### config.mk
export PLATFORM = sky130hd
export DESIGN_NAME = hps_io
export DESIGN_NICKNAME = d
export VERILOG_FILES = /design/src/logic/hps_pkg.sv /design/src/logic/conf_rom.sv /design/src/logic/uio_decoder.sv /design/src/logic/file_loader.sv /design/src/logic/hps_io.sv
export VERILOG_INCLUDE_DIRS = /design/src /design/src/logic
export SDC_FILE = /design/constraint.sdc
export NUM_CORES = 1
export LEC_CHECK = 0
export ABC_CLOCK_PERIOD_IN_PS = 4400
export BUFFER_PORTS_ARGS = -buffer_cell sky130_fd_sc_hd__buf_2
export CORE_MARGIN = 2
export CORE_UTILIZATION = 30
export CTS_CLUSTER_DIAMETER = 50
export DETAILED_ROUTE_END_ITERATION = 8
export GPL_ROUTABILITY_DRIVEN = 0
export PLACE_DENSITY_LB_ADDON = 0.05
export SLEW_MARGIN = 10
export SYNTH_ARGS = -nofsm -noshare
export SYNTH_HDL_FRONTEND = slang
export SYNTH_SLANG_ARGS = --single-unit
### constraint.sdc
create_clock -name clk_sys -period 4.4 [get_ports clk_sys]
set_input_delay 1.32 -clock clk_sys [delete_from_list [all_inputs] [get_ports clk_sys]]
set_output_delay 1.32 -clock clk_sys [all_outputs]
set_load 0.01 [all_outputs]
### src/logic/hps_params.svh
`ifndef HPS_PARAMS_SVH
`define HPS_PARAMS_SVH

// host bus word and command word counter
`define HPS_WORD_W 16
`define HPS_CNT_W 6

// command codes on io_enable frames
`define CMD_CFG 16'h0001
`define CMD_JOY0 16'h0002
`define CMD_JOY1 16'h0003
`define CMD_CONF_STR 16'h0014
`define CMD_STATUS 16'h001E

// command codes on fp_enable frames
`define FIO_FILE_TX 16'h0053
`define FIO_FILE_TX_DAT 16'h0054
`define FIO_FILE_INDEX 16'h0055

// core configuration string, first character goes out first
`define CONF_STR "CORE;;O1,Fast;V1"
`define CONF_STRLEN 16

`define IOCTL_ADDR_W 27

`endif

### src/logic/hps_pkg.sv
`include "hps_params.svh"

package hps_pkg;

	typedef logic [`HPS_WORD_W-1:0] io_word_t;
	typedef logic [31:0] joy_t;
	typedef logic [63:0] status_t;
	typedef logic [15:0] cfg_t;
	typedef logic [`IOCTL_ADDR_W-1:0] ioctl_addr_t;
	typedef logic [7:0] ioctl_data_t;

	// host side of the bus, as seen by the core
	typedef struct packed {
		logic io_enable;
		logic fp_enable;
		logic io_strobe;
		io_word_t io_din;
	} host_bus_t;

	// download port towards the core
	typedef struct packed {
		logic download;
		logic [15:0] index;
		logic wr;
		ioctl_addr_t addr;
		ioctl_data_t dout;
	} ioctl_bus_t;

	// decoder frame phase
	typedef enum logic [1:0] {
		UIO_IDLE,
		UIO_CMD,
		UIO_DATA
	} uio_phase_t;

endpackage

### src/logic/conf_rom.sv
`timescale 1ns/1ns
`include "hps_params.svh"

module conf_rom (
	input  logic                  clk_sys,
	input  logic [`HPS_CNT_W-1:0] addr,
	output logic [7:0]            conf_byte
);

	localparam int DEPTH = 1 << `HPS_CNT_W;
	localparam logic [8*`CONF_STRLEN-1:0] CONF_BITS = `CONF_STR;

	logic [7:0] rom [DEPTH];

	// string literal keeps its first character in the top byte
	initial begin
		for (int i = 0; i < DEPTH; i++) begin
			if (i < `CONF_STRLEN)
				rom[i] = CONF_BITS[8*(`CONF_STRLEN-i)-1 -: 8];
			else
				rom[i] = 8'h00;
		end
	end

	// read register for block ram
	always_ff @(posedge clk_sys) begin
		conf_byte <= rom[addr];
	end

endmodule

### src/logic/uio_decoder.sv
`timescale 1ns/1ns
`include "hps_params.svh"

module uio_decoder (
	input  logic               clk_sys,
	input  logic               rst_n,
	input  hps_pkg::host_bus_t host,
	output hps_pkg::io_word_t  io_dout,

	output logic [1:0]         buttons,
	output logic               forced_scandoubler,
	output logic               direct_video,
	output hps_pkg::joy_t      joystick_0,
	output hps_pkg::joy_t      joystick_1,
	output hps_pkg::status_t   status
);

	hps_pkg::uio_phase_t   phase;
	hps_pkg::io_word_t     cmd;
	// data words seen since the command, saturating
	logic [`HPS_CNT_W-1:0] cnt;
	hps_pkg::cfg_t         cfg;
	logic [7:0]            conf_byte;
	logic                  data_stb;

	// one half of a joystick word, picked by the word count
	function automatic hps_pkg::joy_t joy_fill(input hps_pkg::joy_t cur, input logic high,
		input hps_pkg::io_word_t word);
		hps_pkg::joy_t nxt;
		nxt = cur;
		if (high)
			nxt[31:16] = word;
		else
			nxt[15:0] = word;
		return nxt;
	endfunction

	//////////////////////////////////////////////////
	// frame tracking
	//////////////////////////////////////////////////

	assign data_stb = host.io_enable & host.io_strobe & (phase == hps_pkg::UIO_DATA);

	always_ff @(posedge clk_sys) begin
		if (!rst_n) begin
			phase <= hps_pkg::UIO_IDLE;
			cmd <= '0;
			cnt <= '0;
			io_dout <= '0;
		end else if (!host.io_enable) begin
			phase <= hps_pkg::UIO_IDLE;
			cmd <= '0;
			cnt <= '0;
			io_dout <= '0;
		end else if (host.io_strobe) begin
			io_dout <= '0;
			if (phase != hps_pkg::UIO_DATA) begin
				// first word of the frame
				cmd <= host.io_din;
				cnt <= '0;
				phase <= hps_pkg::UIO_DATA;
			end else begin
				if (~&cnt)
					cnt <= cnt + 1'b1;
				if (cmd == `CMD_CONF_STR)
					io_dout <= {8'h00, conf_byte};
			end
		end else if (phase == hps_pkg::UIO_IDLE) begin
			phase <= hps_pkg::UIO_CMD;
		end
	end

	// rom is addressed by the data word count, so byte k-1 waits at strobe k
	conf_rom conf_rom_i (
		.clk_sys   (clk_sys),
		.addr      (cnt),
		.conf_byte (conf_byte)
	);

	//////////////////////////////////////////////////
	// core registers
	//////////////////////////////////////////////////

	always_ff @(posedge clk_sys) begin
		if (!rst_n) begin
			cfg <= '0;
			joystick_0 <= '0;
			joystick_1 <= '0;
			status <= '0;
		end else if (data_stb) begin
			case (cmd)
				`CMD_CFG: begin
					cfg <= host.io_din;
				end
				`CMD_JOY0: begin
					joystick_0 <= joy_fill(joystick_0, cnt != '0, host.io_din);
				end
				`CMD_JOY1: begin
					joystick_1 <= joy_fill(joystick_1, cnt != '0, host.io_din);
				end
				`CMD_STATUS: begin
					// four quarters, lowest first
					if (cnt[`HPS_CNT_W-1:2] == '0)
						status[{cnt[1:0], 4'b0000} +: 16] <= host.io_din;
				end
				default: begin
				end
			endcase
		end
	end

	// bits 2, 3 and 5 are handled outside the core
	assign buttons = cfg[1:0];
	assign forced_scandoubler = cfg[4];
	assign direct_video = cfg[10];

endmodule

### src/logic/file_loader.sv
`timescale 1ns/1ns
`include "hps_params.svh"

module file_loader (
	input  logic                clk_sys,
	input  logic                rst_n,
	input  hps_pkg::host_bus_t  host,
	output hps_pkg::io_word_t   io_dout,
	output hps_pkg::ioctl_bus_t ioctl
);

	logic                 has_cmd;
	hps_pkg::io_word_t    cmd;
	// argument words after the command, saturating
	logic [1:0]           arg_cnt;
	hps_pkg::ioctl_addr_t next_addr;
	logic                 wr_pend;
	logic                 arg_stb;

	logic                 download;
	hps_pkg::io_word_t    index;
	logic                 wr;
	hps_pkg::ioctl_addr_t addr;
	hps_pkg::ioctl_data_t dout;

	assign arg_stb = host.fp_enable & host.io_strobe & has_cmd;

	//////////////////////////////////////////////////
	// file command framing
	//////////////////////////////////////////////////

	always_ff @(posedge clk_sys) begin
		if (!rst_n) begin
			has_cmd <= 1'b0;
			cmd <= '0;
			arg_cnt <= '0;
		end else if (!host.fp_enable) begin
			has_cmd <= 1'b0;
		end else if (host.io_strobe) begin
			if (!has_cmd) begin
				has_cmd <= 1'b1;
				cmd <= host.io_din;
				arg_cnt <= '0;
			end else if (~&arg_cnt) begin
				arg_cnt <= arg_cnt + 1'b1;
			end
		end
	end

	// download flag and write pulse
	always_ff @(posedge clk_sys) begin
		if (!rst_n) begin
			download <= 1'b0;
			wr_pend <= 1'b0;
			wr <= 1'b0;
		end else begin
			wr <= wr_pend;
			wr_pend <= arg_stb & (cmd == `FIO_FILE_TX_DAT) & download;
			if (arg_stb && cmd == `FIO_FILE_TX && arg_cnt == 2'd0)
				download <= |host.io_din;
		end
	end

	//////////////////////////////////////////////////
	// index, address and data
	//////////////////////////////////////////////////

	always_ff @(posedge clk_sys) begin
		if (arg_stb) begin
			case (cmd)
				`FIO_FILE_INDEX: begin
					index <= host.io_din;
				end
				`FIO_FILE_TX: begin
					case (arg_cnt)
						2'd0: begin
							if (|host.io_din)
								next_addr <= '0;
							else if (download)
								addr <= next_addr;
						end
						2'd1: begin
							addr[15:0] <= host.io_din;
							next_addr[15:0] <= host.io_din;
						end
						2'd2: begin
							addr[`IOCTL_ADDR_W-1:16] <= host.io_din[`IOCTL_ADDR_W-17:0];
							next_addr[`IOCTL_ADDR_W-1:16] <= host.io_din[`IOCTL_ADDR_W-17:0];
						end
						default: begin
						end
					endcase
				end
				`FIO_FILE_TX_DAT: begin
					// addr and dout settle a cycle before wr
					if (download) begin
						addr <= next_addr;
						dout <= host.io_din[7:0];
						next_addr <= next_addr + 1'b1;
					end
				end
				default: begin
				end
			endcase
		end
	end

	// no upload path, nothing to read back
	assign io_dout = '0;

	assign ioctl.download = download;
	assign ioctl.index = index;
	assign ioctl.wr = wr;
	assign ioctl.addr = addr;
	assign ioctl.dout = dout;

endmodule

### src/logic/hps_io.sv
`timescale 1ns/1ns

module hps_io (
	input  logic                clk_sys,
	input  logic                rst_n,
	input  hps_pkg::host_bus_t  host,
	output hps_pkg::io_word_t   io_dout,

	output logic [1:0]          buttons,
	output logic                forced_scandoubler,
	output logic                direct_video,
	output hps_pkg::joy_t       joystick_0,
	output hps_pkg::joy_t       joystick_1,
	output hps_pkg::status_t    status,

	output hps_pkg::ioctl_bus_t ioctl
);

	hps_pkg::io_word_t uio_dout;
	hps_pkg::io_word_t fp_dout;

	//////////////////////////////////////////////////
	// command frames on io_enable
	//////////////////////////////////////////////////

	uio_decoder uio_decoder_i (
		.clk_sys            (clk_sys),
		.rst_n              (rst_n),
		.host               (host),
		.io_dout            (uio_dout),
		.buttons            (buttons),
		.forced_scandoubler (forced_scandoubler),
		.direct_video       (direct_video),
		.joystick_0         (joystick_0),
		.joystick_1         (joystick_1),
		.status             (status)
	);

	//////////////////////////////////////////////////
	// file frames on fp_enable
	//////////////////////////////////////////////////

	file_loader file_loader_i (
		.clk_sys (clk_sys),
		.rst_n   (rst_n),
		.host    (host),
		.io_dout (fp_dout),
		.ioctl   (ioctl)
	);

	// read word back to the host
	assign io_dout = host.fp_enable ? fp_dout : uio_dout;

endmodule

; Word level (Yosys, flattened, before mapping)
; Memories as Yosys holds them, arrays and structs flattened. A register that Yosys moved wholly into a read port is not among the register bits.
; Cells that the tools add are included.
[totals]
rom_bits = 448
n_memories = 1
ff_bits = 287
out_inout_bits = 201
input_bits = 21
[op_classes]
n_eq_ne = 20
shifts = 2
n_reduce_logical = 30
mux = 21
bitwise = 8
addsub = 4
[memory_table]
columns = name, words, word_bits, read_ports, rd_clocked_by_memory_dff, wr, line
row1 = uio_decoder_i.conf_rom_i.rom, 64, 7, 1, 1, 0, conf_rom.sv:13  ; logic [7:0] rom [DEPTH];
[op_table]
columns = cell, count
row1 = 27-bit two-way mux, 4
row2 = 27-bit one-hot mux with 2 select lines, 2
row3 = 64-bit bitwise mux, 1
row4 = 16-bit one-hot mux with 2 select lines, 2
row5 = "16-bit by 8-bit variable shift with 64-bit output, first input constant", 1
row6 = 16-bit by 8-bit variable part select with 64-bit output, 1
row7 = "16-bit by 7-bit equality test with 1-bit output, second input constant", 3
row8 = 11-bit one-hot mux with 2 select lines, 2
row9 = "16-bit by 2-bit equality test with 1-bit output, second input constant", 2
row10 = "16-bit by 5-bit equality test with 1-bit output, second input constant", 2
row11 = 16-bit two-way mux, 2
row12 = "27-bit by 1-bit adder with 27-bit output, second input constant", 1
row13 = 3-bit AND reduction, 8
row14 = "16-bit by 1-bit equality test with 1-bit output, second input constant", 1
row15 = 2-bit AND reduction, 8
row16 = 16-bit OR reduction, 1
row17 = 6-bit two-way mux, 2
row18 = "3-bit inequality test, second input constant", 4
row19 = 2-bit two-way mux, 5
row20 = 5-bit AND reduction, 2
row21 = 8-bit two-way mux, 1
row22 = 6-bit negation with 8-bit output, 1
row23 = 4-bit AND reduction, 2
row24 = "6-bit by 1-bit adder with 6-bit output, second input constant", 1
row25 = 13 further kinds, 26

; Logic depth before layout (Yosys ltp)
; Gate-level depths: netlist of the first run.
[depth]
ltp_word = 4
ltp_mapped = 8
ltp_nobuf = 6

; Modules after synthesis
; Synthesis of the first run repeated with hierarchy kept, for this count alone.
[hier_totals]
cells_unflattened = 1221
area_unflattened_um2 = 12386.9
[by_module_without_submodules]
columns = mod, seq_area_each_um2, n_inst, area_each_um2, cells_each
row1 = uio_decoder, 3283.1, 1, 6767.7, 724
row2 = file_loader, 2782.7, 1, 4909.7, 429
row3 = conf_rom, 140.1, 1, 460.4, 50
row4 = hps_io, 0.0, 1, 249.0, 18

; Least setup slack after synthesis of the first run
; OpenSTA, ideal clock, no wires.
[synth_timing]
path_type = input to register
from = input host[17] (netlist bit)
to = register file_loader_i.next_addr[0], enable pin
arrival_ns = 3.279
setup_slack_ns = 0.704
n_path_buf = 1
setup_ns = 0.417
path_stages = 4
path_cell_list = clkbuf_1 > and3_1 > o211ai_1 > a221oi_1
[synth_between]
elab_chain_cells = 3
[synth_rtl]
columns = element, line
row1 = "start, declared", hps_io.sv:6  ; input hps_pkg::host_bus_t host,
row2 = 1-bit AND (2 in a row), file_loader.sv:26  ; assign arg_stb = host.fp_enable & host.io_strobe & has_cmd;
row3 = 5-bit AND reduction (no source line), -
row4 = "end signal, assigned", file_loader.sv:84  ; next_addr[15:0] <= host.io_din;
row5 = "end signal, assigned by index", file_loader.sv:88  ; next_addr[`IOCTL_ADDR_W-1:16] <= host.io_din[`IOCTL_ADDR_W-17:0];
row6 = "end signal, assigned", file_loader.sv:99  ; next_addr <= next_addr + 1'b1;
row7 = "end, declared", file_loader.sv:16  ; hps_pkg::ioctl_addr_t next_addr;
; No other way between the ends.
; A chain may end at the register's enable or synchronous reset.

; Worst setup path after layout of the first run
[layout_timing]
from = input host[17] (netlist bit)
to = output io_dout[3]
[layout_between]
elab_chain_cells = 1
[layout_rtl]
columns = element, line
row1 = 16-bit two-way mux, hps_io.sv:52  ; assign io_dout = host.fp_enable ? fp_dout : uio_dout;
row2 = "end, declared", hps_io.sv:7  ; output hps_pkg::io_word_t io_dout,
; No other way between the ends.

==> impl_metrics.py, run 1 <==
metrics = {
    "run_status": {
        "status": "finished clean",
    },
    "min_path": {
        "worst_hold_startpoint": "file_loader_i.wr_pend",
        "whs_path_depth": 1,
        "hold_path_end": "file_loader_i.wr",
        "hold_path.class": "flop to flop",
    },
    "critical_path": {
        "critPathCaptureType": "primary output",
        "startpoint_type": "input pin",
        "startpoint": "host[17]",
        "r2r_end": "uio_decoder_i.status[0]",
        "r2r_start": "uio_decoder_i.cnt[0]",
        "cp.arrival_ns": 1.79,
        "reg2regPathDepth": 5,
        "path_max_fanout": 11,
        "worstSetupPathType": "input pin to primary output",
        "regToRegSetupSlack_ns": 1.57,
        "required_ns": 3.08,
    },
    "yosys": {
        "synth_most_common_cell": "nand2_1",
        "synth_ff_type": "dfxtp_1",
        "yosysTopAreaCellShare_pct": 31.7,
        "syn_inst": 1229,
        "synth_area_mm2": 0.0121,
        "synth-edff-count": 78,
        "netlist_top_cells_area": "dfxtp_1 32%, edfxtp_1 19%, mux2i_1 13%",
        "synthDistinctLibCells": 62,
        "synth.yosys.seq_area_share_pct": 51.1,
        "ys_ff_latch": 270,
        "ys_warn_count": 0,
        "syn_avg_cell_area_um2": 9.85,
        "synth_common_cells": "266 x nand2_1, 192 x dfxtp_1, 162 x mux2i_1",
        "yosysTopAreaCell": "dfxtp_1",
        "synthArstFlopShare_pct": 0,
    },
    "placement": {
        "dp_hpwl_um": 27200,
        "portBuffers": 212,
    },
    "clock_tree": {
        "clkTransAtPathRegs_ns": 0.05,
        "cts_root_buf": "clkbuf_16",
        "htreeDepth": 2,
        "clk_latency_ns": 0.56,
        "clock_sinks": 270,
        "clk_path_buf_depth": 3,
        "cts_made_buffers": 40,
        "cts_tree": "yes",
        "hold_buffers": 0,
        "cts_resized": 0,
        "cts_setup_buffers": 0,
    },
    "global_route": {
        "grt_start_max_net_pins": 113,
        "grt_pass1_wl_um": 61900,
        "gr-total-overflow": 0,
        "antenna_found_initial": 1,
        "grt_pass1_vias": 9608,
        "grt_usage_pct": 19.6,
    },
    "finish": {
        "multiInputGateArea_mm2": 0.00550,
        "syn_to_final_growth_pct": 24.8,
        "nFillCells": 4022,
        "nets": 1458,
        "n_antenna_cell": 0,
        "drive_gt1_share_pct": 23.9,
        "final-seq-area_mm2": 0.00619,
    },
    "timing": {
        "relSlewSlack_pct": 19.0,
        "finalCritPeriodShare_pct": 70.6,
        "fin_worst_skew_ns": 0.0274,
        "rsz0062_at_grt": "false",
        "fmax_mhz": 322,
        "hold_viol": 0,
        "finalSetupTns_ns": 0,
        "period_needed_ns": 3.11,
        "setup_viol": 0,
        "worst_pin_slew_ns": 1.21,
        "slew_viol_final": 0,
    },
    "drt": {
        "drc": 0,
        "first_pass_iters": 5,
        "wl_um": 41400,
        "wl_per_cell_um": 20.9,
        "drtIter0Drc": 581,
        "vias_per_cell": 4.95,
        "vias": 9793,
        "ant_nets": 0,
    },
    "job": {
        "max_cap_violations": 0,
    },
    "pwr": {
        "p_int_mw": 4.66,
        "p_leak_nw": 6.45,
        "pwr-share-seq_pct": 42.4,
        "p_sw_share_pct": 23.3,
        "max-vdd-ir-drop_uv": 220,
        "clockPowerShare_pct": 53.9,
        "switchingPower_mw": 1.42,
        "p_comb_share_pct": 3.7,
        "p_total_mw": 6.07,
        "power_density_mw_per_mm2": 402,
    },
    "die": {
        "die_h_um": 205,
        "die_area_mm2": 0.0420,
        "io-pin-count": 222,
        "die_x_um": 205,
        "rows": 73,
        "core_mm2": 0.0398,
        "initial_core_util_pct": 30.4,
    },
}
through the flow:
step | utilization [%] | std cells | hold WS (ns) | cell area, um^2 | worst slack (ns)
floorplan | - | 1237 | 0.412 | 12100 | 0.704
global placement | 34.5 | 1906 | 0.419 | 13700 | 0.771
detailed placement | 34.5 | 1906 | 0.421 | 13700 | 0.765
CTS | 38.0 | 1977 | 0.433 | 15100 | 1.25
global route | 38.0 | 1977 | 0.467 | 15100 | 1.20
finish | 38.0 | 1977 | 0.430 | 15100 | 1.29
layout make-up:
type	instances	area share (%)
tap	525	4.35
timing repair buffer	246	8.92
clock inverter	23	1.74
clock buffer	48	7.30
inverter	16	0.397
sequential	270	40.9
multi-input combinational	849	36.4
critical path, cell delays in order:
cell	delay [ns]
buf_2	0.18
nor2b_1	0.14
buf_2	0.14
routing by layer:
metal | wire [um] | track usage, % | up-vias
met3 | 2560 | 4.76 | 52
met4 | 1120 | 6.55 | 0
met1 | 19500 | 27.3 | 4738
li1 | - | - | 4736
met2 | 18200 | 29.7 | 267
met5 | 0 | 0 | -
how the worst max path moves through the flow:
stage,endpoint,slack [ns],depth (start not counted)
after detailed placement,uio_decoder_i.status[37],0.77,5
final,io_dout[3],1.29,3
after floorplan,file_loader_i.next_addr[0],0.70,4
after CTS,io_dout[3],1.25,3
after global placement,uio_decoder_i.status[43],0.77,5
after global routing,uio_decoder_i.status[36],1.20,5
kinds of logic (layout without fill, tap and decap cells):
family / after synthesis / after routing / share of synthesized area, %
XOR/XNOR: 15 / 15 / 1.08
adder cells (fa/ha/maj): 14 / 14 / 1.45
buffers and inverters: 118 / 333 / 4.31
AND/OR/NAND/NOR: 496 / 496 / 19.9
flip-flops: 270 / 270 / 51.1
other: 1 / 9 / 0.0310
multiplexers: 169 / 169 / 14.0
AO/OA/AOI/OAI: 146 / 146 / 8.14
state kept, by name, indices dropped and copies added (netlist names), 8 cells and up:
| register | cells |
|---|---|
| file_loader_i.dout | 8 |
| file_loader_i.cmd | 16 |
| file_loader_i.addr | 27 |
| uio_decoder_i.status | 64 |
| uio_decoder_i.cmd | 16 |
| uio_decoder_i.joystick_0 | 32 |
| uio_decoder_i.joystick_1 | 32 |
| file_loader_i.next_addr | 27 |
| file_loader_i.index | 16 |
power by group through the flow:
| stage | combinational, mW | clock (mW) | sequential (mW) |
|---|---|---|---|
| 6_report | 0.224 | 3.28 | 2.57 |
| 5_1_grt | 0.243 | 3.48 | 2.57 |
| 4_1_cts | 0.226 | 3.36 | 2.57 |
| 3_5_place_dp | 0.225 | 0 | 2.63 |
| 3_3_place_gp | 0.225 | 0 | 2.63 |
| 2_1_floorplan | 0.133 | 0 | 2.62 |
layout by cell type, fill, tap and decap left out, drive strengths merged, types with 27 or more instances in the layout:
master / instances
nand2: 266
buf: 246
dfxtp: 192
mux2i: 162
nand3: 87
edfxtp: 78
clkbuf: 48
a21oi: 34
nor2: 28
a21boi: 27
Power figures use the tool's default switching activity.
==> run 2: changes to the inputs <==
--- a/config.mk
+++ b/config.mk
@@ -6,7 +6,8 @@
 export SDC_FILE = /design/constraint.sdc
 export NUM_CORES = 1
 export LEC_CHECK = 0
-export ABC_CLOCK_PERIOD_IN_PS = 4400
+export ABC_AREA = 1
+export ABC_CLOCK_PERIOD_IN_PS = 2700
 export BUFFER_PORTS_ARGS = -buffer_cell sky130_fd_sc_hd__buf_2
 export CORE_MARGIN = 2
 export CORE_UTILIZATION = 30
==> constraint.sdc (replaced) <==
create_clock -name clk_sys -period 2.7 [get_ports clk_sys]
set_input_delay 0.81 -clock clk_sys [delete_from_list [all_inputs] [get_ports clk_sys]]
set_output_delay 0.81 -clock clk_sys [all_outputs]
set_load 0.01 [all_outputs]
==> impl_metrics.py, run 2 <==
metrics = {
    "finish": {
        "largest-register": "uio_decoder_i.status",
        "final_area_mm2": 0.0154,
        "nets": 1978,
        "drive_gt1_share_pct": 18.0,
        "syn_to_final_growth_pct": 24.3,
        "n_antenna_cell": 0,
        "instances_no_fill": 2503,
        "final_cell_mix": "448 x nand2_1, 410 x nor2_1, 211 x buf_2",
        "largest_registers": "uio_decoder_i.status: 64 flops, uio_decoder_i.joystick_0: 32 flops, uio_decoder_i.joystick_1: 32 flops",
        "post-route-util_pct": 37.8,
        "nFillCells": 4377,
        "final_common_cell": "nand2_1",
        "largest_reg_flops": 64,
    },
    "clock_tree": {
        "cts_resized": 0,
        "clkTransAtPathRegs_ns": 0.06,
        "clk_path_buf_depth": 3,
        "cts_setup_buffers": 0,
        "clk_latency_ns": 0.56,
        "cts_tree": "yes",
        "htreeDepth": 2,
        "cts_root_buf": "clkbuf_16",
        "hold_buffers": 0,
        "cts_made_buffers": 38,
        "clock_sinks": 270,
    },
    "critical_path": {
        "path_common_cell": "inv_2",
        "cp.buffers_inverters": 3,
        "cp_slowest_cell": "dfxtp_1",
        "cp.arrival_ns": 2.48,
        "critPathCaptureType": "flop",
        "path_max_fanout": 32,
        "crit_family": "simple AND/OR/NAND/NOR gates",
        "regToRegSetupSlack_ns": 0.50,
        "required_ns": 2.98,
        "max_stage_delay_ns": 0.51,
        "crit_chain": "inv_2 -> nor3_1 -> nand3_1 -> inv_2 -> nor2_2 -> buf_4 -> nand2_1 -> o21ai_1",
        "reg2regPathDepth": 8,
        "startpoint_type": "flop",
        "r2r_end": "file_loader_i.addr[1]",
        "cp_num_cells": 8,
        "worstSetupPathType": "flop to flop",
        "r2r_start": "file_loader_i.cmd[2]",
    },
    "yosys": {
        "netlist_top_cells_area": "dfxtp_1 31%, edfxtp_1 19%, nand2_1 14%",
        "syn_inst": 1712,
        "ys_ff_latch": 270,
        "synthArstFlopShare_pct": 0,
        "synth_area_mm2": 0.0124,
        "ys_warn_count": 0,
        "syn_avg_cell_area_um2": 7.25,
        "synth-edff-count": 78,
        "synth.yosys.seq_area_share_pct": 49.8,
        "synth_ff_type": "dfxtp_1",
        "synthDistinctLibCells": 34,
        "synth_most_common_cell": "nand2_1",
        "yosysTopAreaCellShare_pct": 31.0,
        "synth_common_cells": "448 x nand2_1, 410 x nor2_1, 192 x dfxtp_1",
        "yosysTopAreaCell": "dfxtp_1",
    },
    "drt": {
        "vias_per_cell": 4.58,
        "first_pass_iters": 5,
        "vias": 11463,
        "drc": 0,
        "wl_per_cell_um": 17.6,
        "wl_um": 44100,
        "ant_nets": 0,
        "drtIter0Drc": 683,
    },
    "min_path": {
        "hold_path.class": "flop to flop",
        "worst_hold_startpoint": "file_loader_i.wr_pend",
        "whs_path_depth": 2,
        "hold_path_end": "file_loader_i.wr",
    },
    "die": {
        "die_h_um": 207,
        "die_area_mm2": 0.0430,
        "die_x_um": 207,
        "io-pin-count": 222,
        "initial_core_util_pct": 30.4,
        "rows": 74,
        "core_mm2": 0.0408,
    },
    "global_route": {
        "gr-total-overflow": 0,
        "grt_pass1_wl_um": 66100,
        "antenna_found_initial": 0,
        "grt_start_max_net_pins": 132,
        "grt_usage_pct": 20.0,
        "grt_pass1_vias": 11011,
    },
    "timing": {
        "rsz0062_at_grt": "false",
        "fmax_mhz": 454,
        "fin_worst_skew_ns": 0.0245,
        "hold_viol": 0,
        "relSlewSlack_pct": 55.1,
        "hold_ws_ns": 0.430,
        "setup_viol": 0,
        "period_needed_ns": 2.20,
        "slew_viol_final": 0,
        "finalCritPeriodShare_pct": 81.6,
        "fin_ws_ns": 0.498,
        "worst_pin_slew_ns": 0.667,
        "finalSetupTns_ns": 0,
    },
    "pwr": {
        "power_density_mw_per_mm2": 610,
        "pwr-share-seq_pct": 44.8,
        "p_sw_share_pct": 24.3,
        "p_comb_share_pct": 5.0,
        "p_leak_nw": 7.07,
        "p_int_mw": 7.13,
        "max-vdd-ir-drop_uv": 375,
        "switchingPower_mw": 2.29,
        "clockPowerShare_pct": 50.2,
        "p_total_mw": 9.42,
    },
    "placement": {
        "dp_slack_ns": 0.174,
        "portBuffers": 212,
        "dp_hpwl_um": 31800,
        "placed_area_mm2": 0.0142,
        "dpl.cell_count": 2435,
    },
    "run_status": {
        "status": "finished clean",
    },
    "job": {
        "max_cap_violations": 0,
    },
}
==> run 2: changes by cell type in the layout (fill, tap and decap cells not counted), sizes merged, moves of 10 or more <==
| cell | before | now |
|---|---|---|
| a21oi | 34 | 54 |
| mux2i | 162 | 9 |
| nand2 | 266 | 450 |
| nor2b | 10 | 0 |
| o22ai | 25 | 0 |
| o21ai | 8 | 109 |
| nor2 | 28 | 424 |
| inv | 19 | 159 |
| a21boi | 27 | 0 |
| buf | 246 | 269 |
| a22o | 16 | 0 |
==> run 2: final cells by class <==
type,count,area [um^2],share of cell area (%)
Clock buffer,53,1080,6.99
Clock inverter,15,108,0.698
Inverter,157,589,3.82
Multi-Input combinational cell,1207,5240,34.0
Sequential cell,270,6190,40.1
Tap cell,532,666,4.32
Timing Repair Buffer,269,1550,10.1
==> run 2: cells by family after synthesis <==
| logic type | synth area share (%) |
|---|---|
| AND/OR/NAND/NOR | 32.2 |
| multiplexers | 0.726 |
| flip-flops | 49.8 |
| AO/OA/AOI/OAI | 6.92 |
| other | 0.0302 |
| buffers and inverters | 8.19 |
| XOR/XNOR | 0.706 |
| adder cells (fa/ha/maj) | 1.41 |
==> run 2: worst max path at each step <==
stage / end / slack (ns) / startpoint
3_3_place_gp: uio_decoder_i.cfg[4] / 0.08 / host[16]
5_1_grt: file_loader_i.addr[1] / 0.39 / file_loader_i.cmd[12]
2_1_floorplan: file_loader_i.index[0] / 0.15 / host[17]
4_1_cts: file_loader_i.addr[1] / 0.48 / file_loader_i.cmd[9]
6_report: file_loader_i.addr[1] / 0.50 / file_loader_i.cmd[2]
3_5_place_dp: uio_decoder_i.cfg[4] / 0.17 / host[16]
==> run 2: power by group through the flow <==
stage               combinational, mW  clock (mW)  sequential, mW
floorplan                       0.269           0            4.30
global placement                0.476           0            4.30
detailed placement              0.477           0            4.30
CTS                             0.479        4.86            4.21
global route                    0.519        5.04            4.22
finish                          0.471        4.73            4.22
==> run 2: layer usage <==
layer | vias to the layer above | GRT usage [%] | share of wire, %
met1 | 5294 | 25.4 | 44
met5 | - | 0 | 0
li1 | 5817 | - | -
met3 | 74 | 3.65 | 4.7
met2 | 278 | 34.2 | 48
met4 | 0 | 6.97 | 2.9
==> run 2: worst reg2reg max path, cell delays in order (launching register included) <==
cell and delay, ns:
dfxtp_1 0.51, inv_2 0.07, nor3_1 0.14, nand3_1 0.27, inv_2 0.34, nor2_2 0.06, buf_4 0.25, nand2_1 0.21
o21ai_1 0.09
==> run 3: changes to the inputs <==
--- a/config.mk
+++ b/config.mk
@@ -7,7 +7,7 @@
 export NUM_CORES = 1
 export LEC_CHECK = 0
 export ABC_AREA = 1
-export ABC_CLOCK_PERIOD_IN_PS = 2700
+export ABC_CLOCK_PERIOD_IN_PS = 2200
 export BUFFER_PORTS_ARGS = -buffer_cell sky130_fd_sc_hd__buf_2
 export CORE_MARGIN = 2
 export CORE_UTILIZATION = 30
==> constraint.sdc (replaced) <==
create_clock -name clk_sys -period 2.2 [get_ports clk_sys]
set_input_delay 0.66 -clock clk_sys [delete_from_list [all_inputs] [get_ports clk_sys]]
set_output_delay 0.66 -clock clk_sys [all_outputs]
set_load 0.01 [all_outputs]
==> impl_metrics.py, run 3 (same netlist as run 2, synthesis figures left out) <==
metrics = {
    "timing": {
        "worst_pin_slew_ns": 0.580,
        "period_needed_ns": 2.11,
        "setup_viol": 0,
        "finalCritPeriodShare_pct": 96.0,
        "rsz0062_at_grt": "false",
        "fin_worst_skew_ns": 0.0261,
        "relSlewSlack_pct": 61.2,
        "slew_viol_final": 0,
        "hold_viol": 0,
        "fmax_mhz": 473,
    },
    "clock_tree": {
        "cts_made_buffers": 40,
        "htreeDepth": 2,
        "cts_root_buf": "clkbuf_16",
        "clkTransAtPathRegs_ns": 0.05,
        "cts_setup_buffers": 0,
        "cts_resized": 3,
        "clock_sinks": 270,
        "clk_latency_ns": 0.56,
        "hold_buffers": 0,
        "clk_path_buf_depth": 3,
        "cts_tree": "yes",
    },
    "pwr": {
        "p_sw_share_pct": 23.8,
        "clockPowerShare_pct": 53.2,
        "p_leak_nw": 7.35,
        "p_comb_share_pct": 5.0,
        "p_int_mw": 9.42,
        "pwr-share-seq_pct": 41.8,
        "max-vdd-ir-drop_uv": 452,
        "power_density_mw_per_mm2": 775,
        "switchingPower_mw": 2.95,
    },
    "drt": {
        "drc": 0,
        "vias_per_cell": 4.57,
        "wl_met1_um": 19500,
        "vias": 11603,
        "met2_length_um": 21000,
        "wl_per_cell_um": 17.2,
        "wl_met3_um": 2120,
        "top_layer": "met4",
        "drtIter0Drc": 681,
        "first_pass_iters": 5,
        "ant_nets": 0,
        "wl_um": 43500,
    },
    "finish": {
        "final-seq-area_mm2": 0.00619,
        "final_cell_mix": "448 x nand2_1, 409 x nor2_1, 211 x buf_2",
        "multiInputGateArea_mm2": 0.00527,
        "final_common_cell": "nand2_1",
        "drive_gt1_share_pct": 19.8,
        "final_area_mm2": 0.0160,
        "largest_reg_flops": 64,
        "n_antenna_cell": 0,
        "largest_registers": "uio_decoder_i.status: 64 flops, uio_decoder_i.joystick_0: 32 flops, uio_decoder_i.joystick_1: 32 flops",
        "nFillCells": 4363,
        "nets": 2010,
        "instances_no_fill": 2538,
        "syn_to_final_growth_pct": 28.7,
        "largest-register": "uio_decoder_i.status",
    },
    "die": {
        "rows": 74,
        "core_mm2": 0.0408,
        "die_x_um": 207,
        "initial_core_util_pct": 30.4,
        "die_area_mm2": 0.0430,
        "io-pin-count": 222,
        "die_h_um": 207,
    },
    "critical_path": {
        "startpoint_type": "flop",
        "critPathCaptureType": "primary output",
        "r2r_start": "file_loader_i.cmd[12]",
        "path_max_fanout": 47,
        "required_ns": 1.54,
        "worstSetupPathType": "flop to primary output",
        "cp_slowest_cell": "clkbuf_8",
        "crit_chain": "clkbuf_8 -> buf_2",
        "max_stage_delay_ns": 0.35,
        "cp.arrival_ns": 1.45,
        "startpoint": "file_loader_i.download",
    },
    "global_route": {
        "antenna_found_initial": 1,
        "gr-total-overflow": 0,
        "grt_pass1_wl_um": 66300,
        "grt_pass1_vias": 11216,
        "grt_start_max_net_pins": 128,
        "grt_usage_pct": 20.1,
    },
    "placement": {
        "dp_hpwl_um": 30800,
        "placed_area_mm2": 0.0146,
        "portBuffers": 212,
        "dpl.cell_count": 2465,
    },
    "min_path": {
        "hold_path.class": "flop to flop",
        "worst_hold_startpoint": "file_loader_i.wr_pend",
    },
    "job": {
        "max_cap_violations": 0,
    },
    "run_status": {
        "status": "finished clean",
    },
}
[run 3: path summary, 6_finish.rpt]
check / end / slack (ns) / depth (start not counted)
max: ioctl[52] / 0.09 / 2
min: file_loader_i.wr / 0.42 / 2
max reg2reg: file_loader_i.addr[26] / 0.28 / 11
min reg2reg: file_loader_i.wr / 0.42 / 2
[run 3: power groups by stage]
stage	combinational (mW)	sequential, mW	clock [mW]
floorplan	0.332	5.27	0
global placement	0.623	5.27	0
detailed placement	0.628	5.27	0
CTS	0.631	5.17	6.76
global route	0.690	5.17	6.97
finish	0.619	5.17	6.58
[run 3: worst max-delay path: cells and delay by family (launching register included)]
family	cells	cell delay [ns]
DFF	1	0.34
buffers and inverters	2	0.55
[run 3: area by class of cell]
class | count | area share [%]
multi-input combinational | 1207 | 33.0
clock buffer | 56 | 7.55
sequential | 270 | 38.8
clock inverter | 17 | 1.08
tap | 532 | 4.17
timing repair buffer | 299 | 11.7
inverter | 157 | 3.70
[run 3: metrics by stage]
step                hold WS [ns]  worst slack (ns)  power (mW)  util (%)  TNS [ns]
finish                     0.419            0.0876        12.4      39.1         0
global route               0.426           0.00798        12.8      39.1         0
CTS                        0.410            0.0375        12.6      39.1         0
detailed placement         0.423            -0.333        5.90      35.7     -4.44
global placement           0.427            -0.360        5.90      35.7     -4.11
floorplan                  0.390            -0.178        5.60         -     -5.70
[run 3: routing by layer]
metal,up-vias,GRT usage [%]
met3,53,3.84
met2,280,34.6
met4,0,5.57
met1,5386,25.6
met5,-,0
li1,5884,-
